### config.mk
export PLATFORM = sky130hd
export DESIGN_NAME = executeStage
export DESIGN_NICKNAME = d
export VERILOG_FILES = /design/src/execPkg.sv /design/src/alu.sv /design/src/nextPc.sv /design/src/execute.sv /design/src/executeStage.sv
export SDC_FILE = /design/constraint.sdc
export NUM_CORES = 1
export LEC_CHECK = 0
export BUFFER_PORTS_ARGS = -buffer_cell sky130_fd_sc_hd__buf_2
export CAP_MARGIN = 5
export CORE_ASPECT_RATIO = 2
export CORE_MARGIN = 4
export CORE_UTILIZATION = 60
export CTS_CLUSTER_DIAMETER = 50
export DETAILED_ROUTE_END_ITERATION = 16
export PLACE_DENSITY = 0.79
export SETUP_SLACK_MARGIN = 0.1
export SLEW_MARGIN = 5
export SYNTH_ARGS = -nofsm -noshare
export SYNTH_HDL_FRONTEND = slang
export SYNTH_SLANG_ARGS = --single-unit
### constraint.sdc
create_clock -name clk -period 2.4 [get_ports clk]
set_input_delay 0.24 -clock clk [delete_from_list [all_inputs] [get_ports clk]]
set_output_delay 0.24 -clock clk [all_outputs]
set_load 0.03 [all_outputs]
### src/execPkg.sv
// Execute stage shared definitions
// Opcodes, field widths, ALU operation codes and the instruction word layouts
// for the 16-bit teaching RISC processor

`default_nettype none

package execPkg;

   localparam int dataWidth   = 16;
   localparam int opWidth     = 5;
   localparam int regIdxWidth = 3;
   localparam int functWidth  = 2;
   localparam int imm5Width   = 5;
   localparam int imm8Width   = 8;
   localparam int dispWidth   = 11;
   localparam int shamtWidth  = 4;

   // Immediate arithmetic and logic
   localparam logic [opWidth-1:0] opAddi  = 5'b01000;
   localparam logic [opWidth-1:0] opSubi  = 5'b01001;
   localparam logic [opWidth-1:0] opXori  = 5'b01010;
   localparam logic [opWidth-1:0] opAndni = 5'b01011;
   localparam logic [opWidth-1:0] opRoli  = 5'b10100;
   localparam logic [opWidth-1:0] opSlli  = 5'b10101;
   localparam logic [opWidth-1:0] opRori  = 5'b10110;
   localparam logic [opWidth-1:0] opSrli  = 5'b10111;

   // Memory access
   localparam logic [opWidth-1:0] opSt  = 5'b10000;
   localparam logic [opWidth-1:0] opLd  = 5'b10001;
   localparam logic [opWidth-1:0] opStu = 5'b10011;

   // Register format, function field picks the operation
   localparam logic [opWidth-1:0] opBtr   = 5'b11001;
   localparam logic [opWidth-1:0] opAlu   = 5'b11011;
   localparam logic [opWidth-1:0] opShift = 5'b11010;
   localparam logic [opWidth-1:0] opSeq   = 5'b11100;
   localparam logic [opWidth-1:0] opSlt   = 5'b11101;
   localparam logic [opWidth-1:0] opSle   = 5'b11110;
   localparam logic [opWidth-1:0] opSco   = 5'b11111;

   // Branches, immediates loads and jumps
   localparam logic [opWidth-1:0] opBeqz = 5'b01100;
   localparam logic [opWidth-1:0] opBnez = 5'b01101;
   localparam logic [opWidth-1:0] opBltz = 5'b01110;
   localparam logic [opWidth-1:0] opBgez = 5'b01111;
   localparam logic [opWidth-1:0] opLbi  = 5'b11000;
   localparam logic [opWidth-1:0] opSlbi = 5'b10010;
   localparam logic [opWidth-1:0] opJ    = 5'b00100;
   localparam logic [opWidth-1:0] opJr   = 5'b00101;
   localparam logic [opWidth-1:0] opJal  = 5'b00110;
   localparam logic [opWidth-1:0] opJalr = 5'b00111;
   localparam logic [opWidth-1:0] opNop  = 5'b00001;
   localparam logic [opWidth-1:0] opHalt = 5'b00000;

   typedef logic [2:0] aluOp;

   localparam aluOp aluAdd  = 3'd0;
   localparam aluOp aluXor  = 3'd1;
   localparam aluOp aluAndn = 3'd2;
   localparam aluOp aluRol  = 3'd3;
   localparam aluOp aluSll  = 3'd4;
   localparam aluOp aluRor  = 3'd5;
   localparam aluOp aluSrl  = 3'd6;

   typedef struct packed {
      logic [opWidth-1:0]     opcode;
      logic [regIdxWidth-1:0] rs;
      logic [regIdxWidth-1:0] rt;
      logic [regIdxWidth-1:0] rd;
      logic [functWidth-1:0]  funct;
   } regView;

   typedef struct packed {
      logic [regIdxWidth-1:0] rs;
      logic [regIdxWidth-1:0] rd;
      logic [imm5Width-1:0]   imm5;
   } immShort;

   typedef struct packed {
      logic [regIdxWidth-1:0] rs;
      logic [imm8Width-1:0]   imm8;
   } immLong;

   // Everything below the opcode, read as short immediate, long immediate or jump
   typedef union packed {
      immShort              shortImm;
      immLong               longImm;
      logic [dispWidth-1:0] disp;
   } immBody;

   typedef struct packed {
      logic [opWidth-1:0] opcode;
      immBody             body;
   } immView;

   typedef union packed {
      regView r;
      immView i;
   } instrWord;

endpackage

`default_nettype wire

### src/alu.sv
// 16-bit ALU
// Optional inversion of each operand, then add, xor, and-not, rotate or shift.
// Flags the zero result, the signed overflow and the carry of an add

`default_nettype none

module alu (
   input  logic [execPkg::dataWidth-1:0] inA,
   input  logic [execPkg::dataWidth-1:0] inB,
   input  execPkg::aluOp                 op,
   input  logic                          invA,
   input  logic                          invB,
   output logic [execPkg::dataWidth-1:0] out,
   output logic                          zero,
   output logic                          ofl,
   output logic                          cout
);

   logic [execPkg::dataWidth-1:0]   a;
   logic [execPkg::dataWidth-1:0]   b;
   logic [execPkg::dataWidth-1:0]   sum;
   logic [execPkg::dataWidth-1:0]   rol;
   logic [execPkg::dataWidth-1:0]   ror;
   logic [2*execPkg::dataWidth-1:0] rolWide;
   logic [2*execPkg::dataWidth-1:0] rorWide;
   logic [execPkg::shamtWidth-1:0]  amt;
   logic                            carryIn;
   logic                            carry;
   logic                            isAdd;

   assign a = invA ? ~inA : inA;
   assign b = invB ? ~inB : inB;

   // Carry in completes the two's complement of an inverted operand
   assign carryIn = invA | invB;
   assign {carry, sum} = {1'b0, a} + {1'b0, b}
                       + {{execPkg::dataWidth{1'b0}}, carryIn};

   assign amt = inB[execPkg::shamtWidth-1:0];

   // Doubled word so bits shifted out one end come back in the other
   assign rolWide = {a, a} << amt;
   assign rorWide = {a, a} >> amt;
   assign rol = rolWide[2*execPkg::dataWidth-1:execPkg::dataWidth];
   assign ror = rorWide[execPkg::dataWidth-1:0];

   always_comb begin
      case (op)
         execPkg::aluAdd:  out = sum;
         execPkg::aluXor:  out = a ^ b;
         execPkg::aluAndn: out = a & ~b;
         execPkg::aluRol:  out = rol;
         execPkg::aluSll:  out = a << amt;
         execPkg::aluRor:  out = ror;
         execPkg::aluSrl:  out = a >> amt;
         default:          out = sum;
      endcase
   end

   assign isAdd = (op == execPkg::aluAdd);
   assign zero  = (out == '0);

   // Overflow when both addends share a sign and the sum does not
   assign ofl = isAdd && (a[execPkg::dataWidth-1] == b[execPkg::dataWidth-1])
                      && (sum[execPkg::dataWidth-1] != a[execPkg::dataWidth-1]);
   assign cout = isAdd & carry;

endmodule

`default_nettype wire

### src/nextPc.sv
// Next program counter unit
// Resolves the zero-test branches and selects between the sequential PC,
// PC-relative targets and register-relative jump targets

`default_nettype none

module nextPc (
   input  execPkg::instrWord             instr,
   input  logic [execPkg::dataWidth-1:0] pc,
   input  logic [execPkg::dataWidth-1:0] regData1,
   output logic [execPkg::dataWidth-1:0] nextPc
);

   logic [execPkg::imm8Width-1:0] imm8;
   logic [execPkg::dispWidth-1:0] disp;
   logic [execPkg::dataWidth-1:0] seqPc;
   logic [execPkg::dataWidth-1:0] brOffset;
   logic [execPkg::dataWidth-1:0] jOffset;
   logic                          rsZero;
   logic                          rsNeg;

   assign imm8 = instr.i.body.longImm.imm8;
   assign disp = instr.i.body.disp;

   assign seqPc = pc + 16'd2;
   assign brOffset = {{(execPkg::dataWidth - execPkg::imm8Width){imm8[execPkg::imm8Width-1]}},
                      imm8};
   assign jOffset = {{(execPkg::dataWidth - execPkg::dispWidth){disp[execPkg::dispWidth-1]}},
                     disp};

   assign rsZero = (regData1 == '0);
   assign rsNeg  = regData1[execPkg::dataWidth-1];

   always_comb begin
      case (instr.r.opcode)
         execPkg::opBeqz:              nextPc = rsZero ? seqPc + brOffset : seqPc;
         execPkg::opBnez:              nextPc = !rsZero ? seqPc + brOffset : seqPc;
         execPkg::opBltz:              nextPc = rsNeg ? seqPc + brOffset : seqPc;
         execPkg::opBgez:              nextPc = !rsNeg ? seqPc + brOffset : seqPc;
         execPkg::opJ, execPkg::opJal:   nextPc = seqPc + jOffset;
         // Register jumps take Rs plus the byte immediate, not the PC
         execPkg::opJr, execPkg::opJalr: nextPc = regData1 + brOffset;
         default:                      nextPc = seqPc;
      endcase
   end

endmodule

`default_nettype wire

### src/execute.sv
// Execute block
// Decodes its controls from the opcode, selects the ALU operands, and forms
// the result from the ALU, the set compares, bit reverse or a byte immediate.
// The next PC comes from the branch and jump unit

`default_nettype none

module execute (
   input  execPkg::instrWord             instr,
   input  logic [execPkg::dataWidth-1:0] pc,
   input  logic [execPkg::dataWidth-1:0] regData1,
   input  logic [execPkg::dataWidth-1:0] regData2,
   output logic [execPkg::dataWidth-1:0] result,
   output logic [execPkg::dataWidth-1:0] wrData,
   output logic [execPkg::dataWidth-1:0] nextPc,
   output logic                          zero,
   output logic                          ofl
);

   localparam int msb = execPkg::dataWidth - 1;

   logic [execPkg::imm5Width-1:0] imm5;
   logic [execPkg::imm8Width-1:0] imm8;
   logic [execPkg::dataWidth-1:0] imm5Sext;
   logic [execPkg::dataWidth-1:0] imm5Zext;
   logic [execPkg::dataWidth-1:0] imm8Sext;
   logic [execPkg::dataWidth-1:0] imm8Zext;
   logic [execPkg::dataWidth-1:0] immVal;
   logic [execPkg::dataWidth-1:0] opA;
   logic [execPkg::dataWidth-1:0] opB;
   logic [execPkg::dataWidth-1:0] aluB;
   logic [execPkg::dataWidth-1:0] aluOut;
   logic [execPkg::dataWidth-1:0] revRs;
   execPkg::aluOp                 op;
   logic useImm;
   logic invA;
   logic invB;
   logic rotRight;
   logic isSlbi;
   logic selSet;
   logic selBtr;
   logic selLbi;
   logic aluCout;
   logic lessThan;
   logic setBit;

   assign imm5 = instr.i.body.shortImm.imm5;
   assign imm8 = instr.i.body.longImm.imm8;
   assign imm5Sext = {{(execPkg::dataWidth - execPkg::imm5Width){imm5[execPkg::imm5Width-1]}},
                      imm5};
   assign imm5Zext = {{(execPkg::dataWidth - execPkg::imm5Width){1'b0}}, imm5};
   assign imm8Sext = {{(execPkg::dataWidth - execPkg::imm8Width){imm8[execPkg::imm8Width-1]}},
                      imm8};
   assign imm8Zext = {{(execPkg::dataWidth - execPkg::imm8Width){1'b0}}, imm8};

   always_comb begin
      useImm   = 1'b0;
      immVal   = imm5Sext;
      op       = execPkg::aluAdd;
      invA     = 1'b0;
      invB     = 1'b0;
      rotRight = 1'b0;
      isSlbi   = 1'b0;
      selSet   = 1'b0;
      selBtr   = 1'b0;
      selLbi   = 1'b0;
      case (instr.r.opcode)
         // Address generation shares the immediate add
         execPkg::opAddi, execPkg::opSt, execPkg::opLd, execPkg::opStu: begin
            useImm = 1'b1;
         end
         execPkg::opSubi: begin
            useImm = 1'b1;
            invA   = 1'b1;
         end
         execPkg::opXori: begin
            useImm = 1'b1;
            immVal = imm5Zext;
            op     = execPkg::aluXor;
         end
         execPkg::opAndni: begin
            useImm = 1'b1;
            immVal = imm5Zext;
            op     = execPkg::aluAndn;
         end
         execPkg::opRoli, execPkg::opSlli, execPkg::opRori, execPkg::opSrli: begin
            useImm   = 1'b1;
            immVal   = imm5Zext;
            op       = (instr.r.opcode == execPkg::opSlli) ? execPkg::aluSll :
                       (instr.r.opcode == execPkg::opSrli) ? execPkg::aluSrl : execPkg::aluRol;
            rotRight = (instr.r.opcode == execPkg::opRori);
         end
         execPkg::opAlu: begin
            // Subtract is Rt minus Rs
            case (instr.r.funct)
               2'b00: op = execPkg::aluAdd;
               2'b01: invA = 1'b1;
               2'b10: op = execPkg::aluXor;
               default: op = execPkg::aluAndn;
            endcase
         end
         execPkg::opShift: begin
            case (instr.r.funct)
               2'b00: op = execPkg::aluRol;
               2'b01: op = execPkg::aluSll;
               2'b10: begin
                  op       = execPkg::aluRol;
                  rotRight = 1'b1;
               end
               default: op = execPkg::aluSrl;
            endcase
         end
         // Compares run Rs minus Rt through the adder
         execPkg::opSeq, execPkg::opSlt, execPkg::opSle: begin
            selSet = 1'b1;
            invB   = 1'b1;
         end
         execPkg::opSco: selSet = 1'b1;
         execPkg::opBtr: selBtr = 1'b1;
         execPkg::opLbi: selLbi = 1'b1;
         execPkg::opSlbi: begin
            useImm = 1'b1;
            immVal = imm8Zext;
            isSlbi = 1'b1;
            op     = execPkg::aluXor;
         end
         // No register result, ALU just adds Rs and Rt
         execPkg::opNop, execPkg::opHalt: useImm = 1'b0;
         default: useImm = 1'b0;
      endcase
   end

   assign opA = isSlbi ? (regData1 << 8) : regData1;
   assign opB = useImm ? immVal : regData2;

   // Right rotate as a left rotate by 16 minus the amount, modulo 16
   assign aluB = rotRight ?
                 {{(execPkg::dataWidth - execPkg::shamtWidth){1'b0}},
                  -opB[execPkg::shamtWidth-1:0]} : opB;

   alu aluUnit (
      .inA  (opA),
      .inB  (aluB),
      .op   (op),
      .invA (invA),
      .invB (invB),
      .out  (aluOut),
      .zero (zero),
      .ofl  (ofl),
      .cout (aluCout)
   );

   // Differing signs decide directly, so the difference never overflows
   assign lessThan = (regData1[msb] != regData2[msb]) ? regData1[msb] : aluOut[msb];

   always_comb begin
      case (instr.r.opcode)
         execPkg::opSeq: setBit = zero;
         execPkg::opSlt: setBit = lessThan;
         execPkg::opSle: setBit = lessThan | zero;
         default:        setBit = aluCout;
      endcase
   end

   always_comb begin
      for (int i = 0; i < execPkg::dataWidth; i++) begin
         revRs[i] = regData1[msb-i];
      end
   end

   always_comb begin
      if (selSet) begin
         result = {{msb{1'b0}}, setBit};
      end else if (selBtr) begin
         result = revRs;
      end else if (selLbi) begin
         result = imm8Sext;
      end else begin
         result = aluOut;
      end
   end

   assign wrData = regData2;

   nextPc pcUnit (
      .instr    (instr),
      .pc       (pc),
      .regData1 (regData1),
      .nextPc   (nextPc)
   );

endmodule

`default_nettype wire

### src/executeStage.sv
// Execute stage top
// Runs the execute block on the incoming instruction and holds its results
// in a one-entry output register with valid/ready on both sides

`default_nettype none

module executeStage (
   input  logic                          clk,
   input  logic                          rstN,
   input  logic                          inValid,
   output logic                          inReady,
   input  execPkg::instrWord             instr,
   input  logic [execPkg::dataWidth-1:0] pc,
   input  logic [execPkg::dataWidth-1:0] regData1,
   input  logic [execPkg::dataWidth-1:0] regData2,
   output logic                          outValid,
   input  logic                          outReady,
   output logic [execPkg::dataWidth-1:0] result,
   output logic [execPkg::dataWidth-1:0] wrData,
   output logic [execPkg::dataWidth-1:0] nextPc,
   output logic                          zero,
   output logic                          ofl
);

   logic [execPkg::dataWidth-1:0] exResult;
   logic [execPkg::dataWidth-1:0] exWrData;
   logic [execPkg::dataWidth-1:0] exNextPc;
   logic                          exZero;
   logic                          exOfl;
   logic                          inXfer;

   execute exec (
      .instr    (instr),
      .pc       (pc),
      .regData1 (regData1),
      .regData2 (regData2),
      .result   (exResult),
      .wrData   (exWrData),
      .nextPc   (exNextPc),
      .zero     (exZero),
      .ofl      (exOfl)
   );

   // Accept when empty or when the held item leaves this cycle
   assign inReady = !outValid || outReady;
   assign inXfer  = inValid && inReady;

   always_ff @(posedge clk or negedge rstN) begin
      if (!rstN) begin
         outValid <= 1'b0;
      end else if (inReady) begin
         outValid <= inValid;
      end
   end

   always_ff @(posedge clk) begin
      if (inXfer) begin
         result <= exResult;
         wrData <= exWrData;
         nextPc <= exNextPc;
         zero   <= exZero;
         ofl    <= exOfl;
      end
   end

endmodule

`default_nettype wire

==> reports/qor.tcl, run 1 <==
set qor(outcome) {stopped before the end}
set qor(outcome.stop_stage) {global routing}
set qor(error_message) {[ERROR GRT-0116] Global routing finished with congestion. Check the congestion regions in the DRC Viewer.}
set qor(simple_gate_share_of_the_synthesized_area_pct) 22.2
set qor(yosysSeqAreaShare_pct) 17.3
set qor(synth.yosys.warnings) 0
set qor(gpl.final_weighted_congestion) 1.33
set qor(cells_after_synthesis) 1135
set qor(synthXorXnorAreaFrac_pct) 10.8
set qor(clockRootBuffer) {clkbuf_16}
set qor(grt_usage_pct) 90.5
set qor(synth_fa_ha_area_share_pct) 10.9
set qor(fp.dieW_um) 93.6
set qor(grt_max_degree) 51
set qor(detailedPlacementHpwl_mm) 34.9
set qor(asyncSetResetFlopFracSynth_pct) 1.96
set qor(ioPinCount) 120
set qor(synthesis.area_per_instance_um2) 7.75
set qor(tritoncts_num_sinks) 51
set qor(synth_fp_nets) 1277
set qor(htreeDepth) 2
set qor(ys_seq_elements) 51
set qor(postSynth.topFlopCell) {edfxtp_1}
set qor(post_synth_mux_area_share_pct) 5.15
set qor(grt_remaining_overflow) 1181
set qor(die_y_um) 179
set qor(first_global_vias) 17700
set qor(number_of_standard_cell_rows_in_the_floorplan) 62
set qor(number_of_enable_type_register_cells_in_the_synthesized_netlist) 50
set qor(clockBufferDepth) 2
set qor(detailed_place.area_mm2) 0.0125
set qor(post-place-ws_ns) -2.39
set qor(grt_first_pass_wirelength_mm) 117
set qor(netlist_area_mm2) 0.00880
set qor(floorplan.initialDensity_pct) 61.3
set qor(main_combinational_cell_family_by_area_after_synthesis) {compound AO/OA/AOI/OAI gates}
set qor(cts_inserted_buffers) 5
set qor(synth_cell_types) 90
set qor(synth-compound-area-share_pct) 28.0
set qor(placement.io_buffers) 119
[routing by layer]
layer  overflow  global-route usage, %
met1         10                   78.5
met2        934                    123
met3          7                   63.2
met4        229                    103
met5          1                   25.3
[cells in the mapped netlist (5+ instances only)]
cell         n  area [µm²]
a211o_1      5        43.8
a211oi_1    24         180
a21o_1      19         143
a21oi_1     83         415
a221o_1      5        50.1
a22oi_1     24         180
a311oi_1     8        70.1
a31oi_1      9        56.3
and2_1       6        37.5
and3_1      17         106
buf_2       14        70.1
buf_6        8        90.1
clkbuf_1    30         113
edfxtp_1    50        1500
ha_1        70         876
inv_1       45         169
mux2_2       6        67.6
mux2i_1     36         360
nand2_1     90         338
nand2b_1     9        56.3
nand3_1     35         175
nand4_1      9        56.3
nor2_1     111         417
nor2b_1     11        68.8
nor3_1      50         250
nor4_1       8        50.1
o211ai_1    15         113
o21a_1      15         113
o21ai_0     72         360
o21ai_1      9        45.0
o21bai_1     8        60.1
o22ai_1      8        50.1
o2bb2ai_1    5        43.8
o31ai_1      6        45.0
or2_2        5        31.3
or3_1       12        75.1
xnor2_1     80         701
xor2_1      22         193
[metrics by stage]
step                std cells  utilization (%)
floorplan                1135                -
global placement         1757             86.9
detailed placement       1757             86.9
CTS                      1819             97.0
[cells by family after synthesis]
| family | after synthesis |
|---|---|
| DFF | 51 |
| buffers and inverters | 103 |
| AOI/OAI and AO/OA | 365 |
| xor gates and xnor gates | 104 |
| muxes | 44 |
| and+or+nand+nor | 394 |
| adders and majority gates | 74 |
[repair_timing]
action                                  CTS
hold buffers                              1
gates resized for setup                 198
setup buffers                            55
endpoints found under the setup margin   34
pin swaps                               107
endpoints found under the hold margin     1
gates cloned                              0
==> inputs of run 2 (changes only) <==
--- a/config.mk
+++ b/config.mk
@@ -7,13 +7,10 @@
 export LEC_CHECK = 0
 export BUFFER_PORTS_ARGS = -buffer_cell sky130_fd_sc_hd__buf_2
 export CAP_MARGIN = 5
-export CORE_ASPECT_RATIO = 2
 export CORE_MARGIN = 4
-export CORE_UTILIZATION = 60
-export CTS_CLUSTER_DIAMETER = 50
+export CORE_UTILIZATION = 40
 export DETAILED_ROUTE_END_ITERATION = 16
-export PLACE_DENSITY = 0.79
-export SETUP_SLACK_MARGIN = 0.1
+export PLACE_DENSITY_LB_ADDON = 0.15
 export SLEW_MARGIN = 5
 export SYNTH_ARGS = -nofsm -noshare
 export SYNTH_HDL_FRONTEND = slang
==> run 2 against run 1 <==
Compared with the run above: the flow now finishes, with violations (setup timing); synthesized cell count unchanged; area after synthesis unchanged.
==> reports/qor.tcl, run 2 <==
set qor(outcome) {complete, but fails checks}
set qor(violations) {setup timing}
set qor(power.total_mw) 6.48
set qor(drive_gt1_share_pct) 47.4
set qor(power.ir.vdd_worst_uv) 268
set qor(detailedPlacementHpwl_mm) 35.8
set qor(grt_remaining_overflow) 0
set qor(power.share.clock_pct) 12.2
set qor(fin_skew_ns) 0.0121
set qor(p_leak_nw) 6.42
set qor(floorplan.initialDensity_pct) 40.4
set qor(clock_insertion_delay_worst_skew_ns) 0.31
set qor(layout_common_cells) {401 x buf_4, 107 x buf_2, 101 x nor2_1, 86 x nand2_1, 62 x xnor2_1}
set qor(detail_route.first_pass.iterations) 6
set qor(largestRegisters) {nextPc (16), result (16), wrData (16)}
set qor(number_of_enable_type_register_cells_in_the_synthesized_netlist) 50
set qor(crit_arrival_ns) 4.24
set qor(ioPinCount) 120
set qor(place.detailed.instances) 1876
set qor(layout_commonest_cell) {buf_4}
set qor(clockRootBuffer) {clkbuf_16}
set qor(drt_iter0_drc) 886
set qor(placement.io_buffers) 119
set qor(clock_tree_from_tritoncts) {built}
set qor(cells_after_synthesis) 1135
set qor(rsz_0062_raised_after_global_routing) {true}
set qor(netSwitchingFraction_pct) 43.6
set qor(fp.dieW_um) 156
set qor(setup_total_negative_slack_ns) -25.13
set qor(antenna-diode-count) 0
set qor(total_die_area_mm2) 0.0244
set qor(nets) 1782
set qor(routed_wire_length_per_instance_um) 23.0
set qor(worst_slew_pin_slew_ns) 0.632
set qor(synth_cell_types) 90
set qor(asyncSetResetFlopFracSynth_pct) 1.96
set qor(final_critical_path_setup_slack_ns) -1.69
set qor(postSynth.topFlopCell) {edfxtp_1}
set qor(cts.clk_slew.worst_paths_ns) 0.08
set qor(grt_first_pass_wirelength_mm) 64.4
set qor(synth.cells.most_frequent) {111 x nor2_1, 90 x nand2_1, 83 x a21oi_1}
set qor(first_global_vias) 10900
set qor(synthMostInstantiatedCell) {nor2_1}
set qor(p_int_mw) 3.66
set qor(synth_top_area_share_pct) 17.1
set qor(hold_viol) 0
set qor(largest_area_contributor_in_the_synthesized_netlist) {edfxtp_1}
set qor(netlist_area_mm2) 0.00880
set qor(maxCapViolCount) 0
set qor(max_slew_margin_pct) 57.4
set qor(fmaxAchievable_mhz) 244
set qor(critPathRequiredTime_ns) 2.55
set qor(dr_total_vias) 11300
set qor(core_mm2) 0.0218
set qor(synth_fp_nets) 1277
set qor(area_contributors_post_synth) {edfxtp_1 17%, ha_1 10%, xnor2_1 8.0%}
set qor(cts_inserted_buffers) 5
set qor(worstHoldPathType) {in2reg}
set qor(power.density_mw_per_mm2) 452
set qor(number_of_standard_cell_rows_in_the_floorplan) 54
set qor(clockBufferDepth) 2
set qor(layout_worst_path_cycle_share_pct) 171
set qor(r2r_cells) 3
set qor(slew_viol_final) 0
set qor(grt_max_degree) 51
set qor(grt_antenna_before_repair) 0
set qor(p_seq_share_pct) 17.2
set qor(timing.final.crit_period_ns) 4.09
set qor(grt_usage_pct) 34.4
set qor(final_routed_wirelength_across_all_metal_layers_mm) 44.3
set qor(htreeDepth) 2
set qor(instances_no_fill) 1921
set qor(post-route-util_pct) 66.0
set qor(end_kind) {register}
set qor(crit_type) {in2reg}
set qor(hold_depth) 2
set qor(critical_path_peak_fanout) 4
set qor(power_switching_mw) 2.82
set qor(gpl.final_weighted_congestion) 1.05
set qor(synthesis.area_per_instance_um2) 7.75
set qor(post_drt_via_cell_ratio) 5.90
set qor(crit_path_start_kind) {input port}
set qor(synth.yosys.warnings) 0
set qor(ys_seq_elements) 51
set qor(drc) 0
set qor(combinationalPowerShare_pct) 70.7
set qor(area_growth_syn_to_layout_pct) 63.1
set qor(r2r_setup_slack_ns) 1.13
set qor(setup_viol) 26
set qor(yosysSeqAreaShare_pct) 17.3
set qor(die_y_um) 156
set qor(final_antenna_net_count) 0
set qor(tritoncts_num_sinks) 51
==> run 2: timing repair <==
item / CTS / global route
pin swaps: 58 / 63
endpoints found under the setup margin: 25 / 30
endpoints found under the hold margin: 1 / 0
resized for setup: 127 / 109
buffers inserted: 33 / 14
hold buffers: 1 / 0
gates cloned: 1 / 0
==> run 2: kinds of logic after synthesis <==
logic type / count (synthesis) / synth area share (%)
muxes: 44 / 5.15
xor gates and xnor gates: 104 / 10.8
and+or+nand+nor: 394 / 22.2
buffers and inverters: 103 / 5.63
adders and majority gates: 74 / 10.9
AOI/OAI and AO/OA: 365 / 28.0
DFF: 51 / 17.3
==> run 2: critical path: stages <==
cell,delay (ns)
buf_6,0.10
buf_6,0.12
nor3b_4,0.24
buf_6,0.14
nor3_4,0.04
or2_4,0.27
a31o_4,0.28
xor2_4,0.26
xnor2_4,0.17
ha_4,0.25
a21oi_2,0.15
nor2b_2,0.06
a311oi_2,0.33
o21ai_2,0.12
a31o_4,0.25
a21o_1,0.17
a211oi_2,0.18
nor2_1,0.06
o32a_1,0.21
nor4_1,0.28
nand3_1,0.14
a31oi_1,0.19
==> run 2: metrics by stage <==
| stage | area, µm² | hold WS, ns | setup WS (ns) |
|---|---|---|---|
| 5_1_grt | 14400 | 0.132 | -1.86 |
| 3_5_place_dp | 12800 | 0.0165 | -2.16 |
| 3_3_place_gp | 12800 | 0.0154 | -2.14 |
| 6_report | 14400 | 0.132 | -1.69 |
| 4_1_cts | 13800 | 0.129 | -1.60 |
| 2_1_floorplan | 9180 | -0.0556 | -1.93 |
==> run 2: final timing paths <==
check,to,from
setup / recovery,result[0]$_DFFE_PP_,instr[13]
hold / removal,outValid$_DFFE_PN0N_,inValid
setup reg to reg,wrData[2]$_DFFE_PP_,outValid$_DFFE_PN0N_
hold reg to reg,outValid$_DFFE_PN0N_,outValid$_DFFE_PN0N_
max in group asynchronous,outValid$_DFFE_PN0N_,rstN
min in group asynchronous,outValid$_DFFE_PN0N_,rstN
==> run 2: power by group through the flow <==
stage / logic, mW / registers, mW / clock network (mW)
2_1_floorplan: 2.00 / 1.30 / 0
3_3_place_gp: 3.87 / 1.13 / 0
3_5_place_dp: 3.88 / 1.13 / 0
4_1_cts: 4.24 / 1.11 / 0.797
5_1_grt: 4.85 / 1.12 / 0.825
6_report: 4.58 / 1.11 / 0.787
==> run 2: cell type report <==
class	count	area, µm²
Inverter	45	169
Multi-Input combinational cell	981	7970
Fill cell	1850	7400
Clock inverter	3	26.3
Tap cell	280	350
Sequential cell	51	1530
Clock buffer	5	125
Timing Repair Buffer	556	4180
==> run 2: layer usage <==
metal,vias up,track usage [%],routed length [µm]
li1,5243,-,-
met1,5469,42.9,17600
met2,504,58.5,21000
met3,127,2.68,2720
met4,0,19.5,2910
met5,-,0,0
(Power assumes the default switching activity.)
==> inputs of run 3 (changes only) <==
==> constraint.sdc (replaced) <==
create_clock -name clk -period 2.4 [get_ports clk]
set_input_delay 0.24 -clock clk [delete_from_list [all_inputs] [get_ports clk]]
set_output_delay 0.24 -clock clk [all_outputs]
set_load 0.005 [all_outputs]
==> run 3 against run 2 <==
Compared with the run above: the flow still finishes with violations (setup timing); worst hold slack improved by 0.0032 ns; routed wire length decreased by 1.9%; sequential share of layout area increased by 0.34 points; cell count decreased by 1.1%; clock skew decreased by 0.0057 ns; combinational power decreased by 8.1%; first-iteration DRC count decreased by 9.7%; register-to-register slack got worse by 0.02 ns; global-route usage decreased by 0.094 points; count of clock-buffer cells in the layout unchanged; sequential power about the same; critical path type unchanged; largest cell class unchanged; largest power group unchanged.
==> reports/qor.tcl, run 3 (synthesis results as in run 2) <==
set qor(outcome) {complete, but fails checks}
set qor(violations) {setup timing}
set qor(setup_viol) 25
set qor(r2r_cells) 3
set qor(post_drt_via_cell_ratio) 5.85
set qor(worst_r2r_startpoint) {outValid$_DFFE_PN0N_}
set qor(number_of_standard_cell_rows_in_the_floorplan) 54
set qor(fp.dieW_um) 156
set qor(nets) 1760
set qor(layout_commonest_cell) {buf_4}
set qor(floorplan.initialDensity_pct) 40.4
set qor(detail_route.first_pass.iterations) 5
set qor(crit_cells) 21
set qor(crit_arrival_ns) 4.11
set qor(layout_common_cells) {388 x buf_4, 109 x buf_2, 105 x nor2_1, 88 x nand2_1, 69 x xnor2_1}
set qor(p_seq_share_pct) 18.2
set qor(end_point_of_the_most_critical_hold_path) {outValid$_DFFE_PN0N_}
set qor(timing.final.crit_period_ns) 3.96
set qor(drc) 0
set qor(end_kind) {register}
set qor(worst_slew_pin_slew_ns) 0.601
set qor(cp_cell_sequence) {buf_6, or3b_4, buf_6, nand2_4, mux2i_4, a21boi_4, nor2_4, xnor2_2, ha_4, a21o_1, a21o_1, a21oi_2, o22ai_2, o41ai_4, buf_4, o21ai_2, xor2_1, and2_1, nor4_1, nand3_1, a31oi_2}
set qor(ioPinCount) 120
set qor(critPathRequiredTime_ns) 2.55
set qor(power.density_mw_per_mm2) 439
set qor(hold_viol) 0
set qor(total_die_area_mm2) 0.0244
set qor(placement.io_buffers) 119
set qor(area_growth_syn_to_layout_pct) 58.0
set qor(crit_type) {in2reg}
set qor(worstHoldPathType) {in2reg}
set qor(grt_max_degree) 51
set qor(crit_path_start_kind) {input port}
set qor(power.ir.vdd_worst_uv) 283
set qor(final_antenna_net_count) 0
set qor(p_leak_nw) 6.21
set qor(tritoncts_num_sinks) 51
set qor(detailedPlacementHpwl_mm) 35.7
set qor(grt_first_pass_wirelength_mm) 64.4
set qor(routed_wire_length_per_instance_um) 22.9
set qor(dr_total_vias) 11100
set qor(die_y_um) 156
set qor(worst_path_largest_cell_delay_ns) 0.44
set qor(clockRootBuffer) {clkbuf_16}
set qor(hold_depth) 2
set qor(gpl.final_weighted_congestion) 1.02
set qor(grt_remaining_overflow) 0
set qor(first_global_vias) 11100
set qor(fmaxAchievable_mhz) 253
set qor(clock_insertion_delay_worst_skew_ns) 0.31
set qor(layout_worst_path_cycle_share_pct) 165
set qor(grt_antenna_before_repair) 0
set qor(r2r_setup_slack_ns) 1.11
set qor(maxCapViolCount) 0
set qor(clockBufferDepth) 2
set qor(rsz_0062_raised_after_global_routing) {true}
set qor(cp_slowest_cell) {or3b_4}
set qor(antenna-diode-count) 0
set qor(final_routed_wirelength_across_all_metal_layers_mm) 43.4
set qor(core_mm2) 0.0218
set qor(grt_usage_pct) 34.3
set qor(cts_inserted_buffers) 5
set qor(drt_iter0_drc) 800
set qor(setup_total_negative_slack_ns) -23.41
set qor(largestRegisters) {nextPc (16), result (16), wrData (16)}
set qor(fin_skew_ns) 0.00646
set qor(clock_tree_from_tritoncts) {built}
set qor(critical_path.top_delay_family) {compound AO/OA/AOI/OAI gates}
set qor(hold_path.startpoint) {inValid}
set qor(cts.clk_slew.worst_paths_ns) 0.08
set qor(final_critical_path_setup_slack_ns) -1.56
set qor(slew_viol_final) 0
set qor(buffers_inverters_on_critical_path) 3
set qor(max_slew_margin_pct) 59.6
set qor(r2r_end) {wrData[2]$_DFFE_PP_}
set qor(critical_path_peak_fanout) 4
set qor(power.share.clock_pct) 12.8
set qor(drive_gt1_share_pct) 45.4
set qor(htreeDepth) 2
set qor(p_int_mw) 3.52
set qor(combinationalPowerShare_pct) 68.9
set qor(netSwitchingFraction_pct) 42.4
set qor(power_switching_mw) 2.59
set qor(hold_slack_ns) 0.135
run 3: changes by cell type in the layout (fill, tap and decap cells not counted), sizes merged:
| cell | before | now |
|---|---|---|
| buf | 554 | 533 |
| bufbuf | 1 | 0 |
| clkinv | 1 | 2 |
| inv | 47 | 46 |
run 3: worst max path at each step:
| stage | startpoint | endpoint | slack, ns |
|---|---|---|---|
| after CTS | instr[15] | result[0]$_DFFE_PP_ | -1.59 |
| final | instr[15] | result[0]$_DFFE_PP_ | -1.56 |
| after global routing | instr[15] | result[0]$_DFFE_PP_ | -1.83 |
| after detailed placement | instr[15] | result[0]$_DFFE_PP_ | -2.09 |
| after global placement | instr[15] | result[0]$_DFFE_PP_ | -1.98 |
| after floorplan | instr[13] | result[0]$_DFFE_PP_ | -1.93 |
run 3: layout make-up:
type / instances / area (µm²)
clock inverter: 3 / 28.8
tap: 280 / 350
multi-input combinational: 981 / 7770
fill: 1895 / 7850
inverter: 45 / 169
clock buffer: 5 / 125
sequential: 51 / 1530
timing repair buffer: 534 / 3930
run 3: through the flow:
step	utilization [%]	instances	instance area, µm²	power [mW]	worst slack, ns
detailed placement	58.0	1857	12600	4.81	-2.09
global route	63.9	1899	13900	6.42	-1.83
CTS	62.1	1888	13500	5.89	-1.59
floorplan	-	1135	9180	3.14	-1.93
global placement	58.0	1857	12600	4.79	-1.98
finish	63.9	1899	13900	6.10	-1.56
run 3: power groups by stage:
stage | clock, mW | combinational (mW) | sequential, mW
after CTS | 0.784 | 3.99 | 1.11
after detailed placement | 0 | 3.68 | 1.13
after global placement | 0 | 3.66 | 1.13
final | 0.782 | 4.21 | 1.11
after global routing | 0.815 | 4.48 | 1.12
after floorplan | 0 | 1.99 | 1.15
run 3: layer usage:
layer	vias up	wire length, µm	GRT usage, %
li1	5210	-	-
met1	5315	17300	41.9
met2	443	20500	58.4
met3	147	2450	2.65
met4	0	3200	21.7
met5	-	0	0
run 3: what timing repair did:
item	in CTS	in global routing
endpoints found under the hold margin	1	0
resized for setup	123	69
buffers inserted	26	16
pin swaps	71	50
hold buffers	1	0
setup endpoints to repair	25	31
==> inputs of run 4 (changes only) <==
--- a/config.mk
+++ b/config.mk
@@ -8,9 +8,9 @@
 export BUFFER_PORTS_ARGS = -buffer_cell sky130_fd_sc_hd__buf_2
 export CAP_MARGIN = 5
 export CORE_MARGIN = 4
-export CORE_UTILIZATION = 40
+export CORE_UTILIZATION = 55
 export DETAILED_ROUTE_END_ITERATION = 16
-export PLACE_DENSITY_LB_ADDON = 0.15
+export PLACE_DENSITY_LB_ADDON = 0.08
 export SLEW_MARGIN = 5
 export SYNTH_ARGS = -nofsm -noshare
 export SYNTH_HDL_FRONTEND = slang
==> run 4 against run 3 <==
Compared with the run above: the run now fails in global routing; synthesized cell count unchanged; area after synthesis is the same.
==> reports/qor.tcl, run 4 <==
set qor(outcome.stop_stage) {global routing}
set qor(placement.io_buffers) 119
set qor(grt_usage_pct) 76.3
set qor(postSynth.topFlopCell) {edfxtp_1}
set qor(floorplan.initialDensity_pct) 57.0
set qor(die_y_um) 134
set qor(synth_cell_types) 90
set qor(synth_fp_nets) 1277
set qor(error_message) {[ERROR GRT-0232] Routing congestion too high. Check the congestion heatmap in the GUI.}
set qor(number_of_enable_type_register_cells_in_the_synthesized_netlist) 50
set qor(grt_max_degree) 51
set qor(tritoncts_num_sinks) 51
set qor(fp.dieW_um) 134
set qor(place.detailed.instances) 1791
set qor(area_contributors_post_synth) {edfxtp_1 17%, ha_1 10%, xnor2_1 8.0%}
set qor(yosysSeqAreaShare_pct) 17.3
set qor(number_of_standard_cell_rows_in_the_floorplan) 45
set qor(ioPinCount) 120
set qor(clockBufferDepth) 2
set qor(clockRootBuffer) {clkbuf_16}
set qor(timing.repair.worst_endpoint_type) {register input}
set qor(largest_area_contributor_in_the_synthesized_netlist) {edfxtp_1}
set qor(synth.yosys.warnings) 0
set qor(cells_after_synthesis) 1135
set qor(synthesis.area_per_instance_um2) 7.75
set qor(grt_remaining_overflow) 87
set qor(outcome) {stopped before the end}
set qor(netlist_area_mm2) 0.00880
set qor(ys_seq_elements) 51
set qor(crit_endpoint) {result[0]$_DFFE_PP_/D}
set qor(asyncSetResetFlopFracSynth_pct) 1.96
set qor(synth.cells.most_frequent) {111 x nor2_1, 90 x nand2_1, 83 x a21oi_1}
set qor(htreeDepth) 2
set qor(synthMostInstantiatedCell) {nor2_1}
set qor(synth_top_area_share_pct) 17.1
set qor(cts_inserted_buffers) 5
set qor(detailedPlacementHpwl_mm) 34.7
set qor(gpl.final_weighted_congestion) 1.13
run 4: kinds of logic after synthesis:
logic type	synth area share, %
AOI/OAI and AO/OA	28.0
and+or+nand+nor	22.2
buffers and inverters	5.63
DFF	17.3
adders and majority gates	10.9
xor gates and xnor gates	10.8
muxes	5.15
run 4: per-stage QoR:
| stage | instance area, µm² | hold WS [ns] | utilization, % | worst slack (ns) | setup TNS, ns |
|---|---|---|---|---|---|
| 2_1_floorplan | 9180 | -0.0556 | - | -1.93 | -25.26 |
| 3_3_place_gp | 12600 | 0.0151 | 81.4 | -2.05 | -35.71 |
| 3_5_place_dp | 12600 | 0.0192 | 81.4 | -2.43 | -40.91 |
| 4_1_cts | 13800 | 0.128 | 89.2 | -1.86 | -27.25 |
run 4: metal layers:
layer | global-route usage, % | overflow
met2 | 91.7 | 43
met5 | 20.6 | 0
met1 | 76.4 | 2
met4 | 81.2 | 42
met3 | 59.9 | 0
run 4: repair_timing:
item                                   4_1_cts
resized for setup                          144
buffers inserted                            49
endpoints found under the hold margin        1
pin swaps                                   64
hold buffers                                 1
setup endpoints to repair                   26
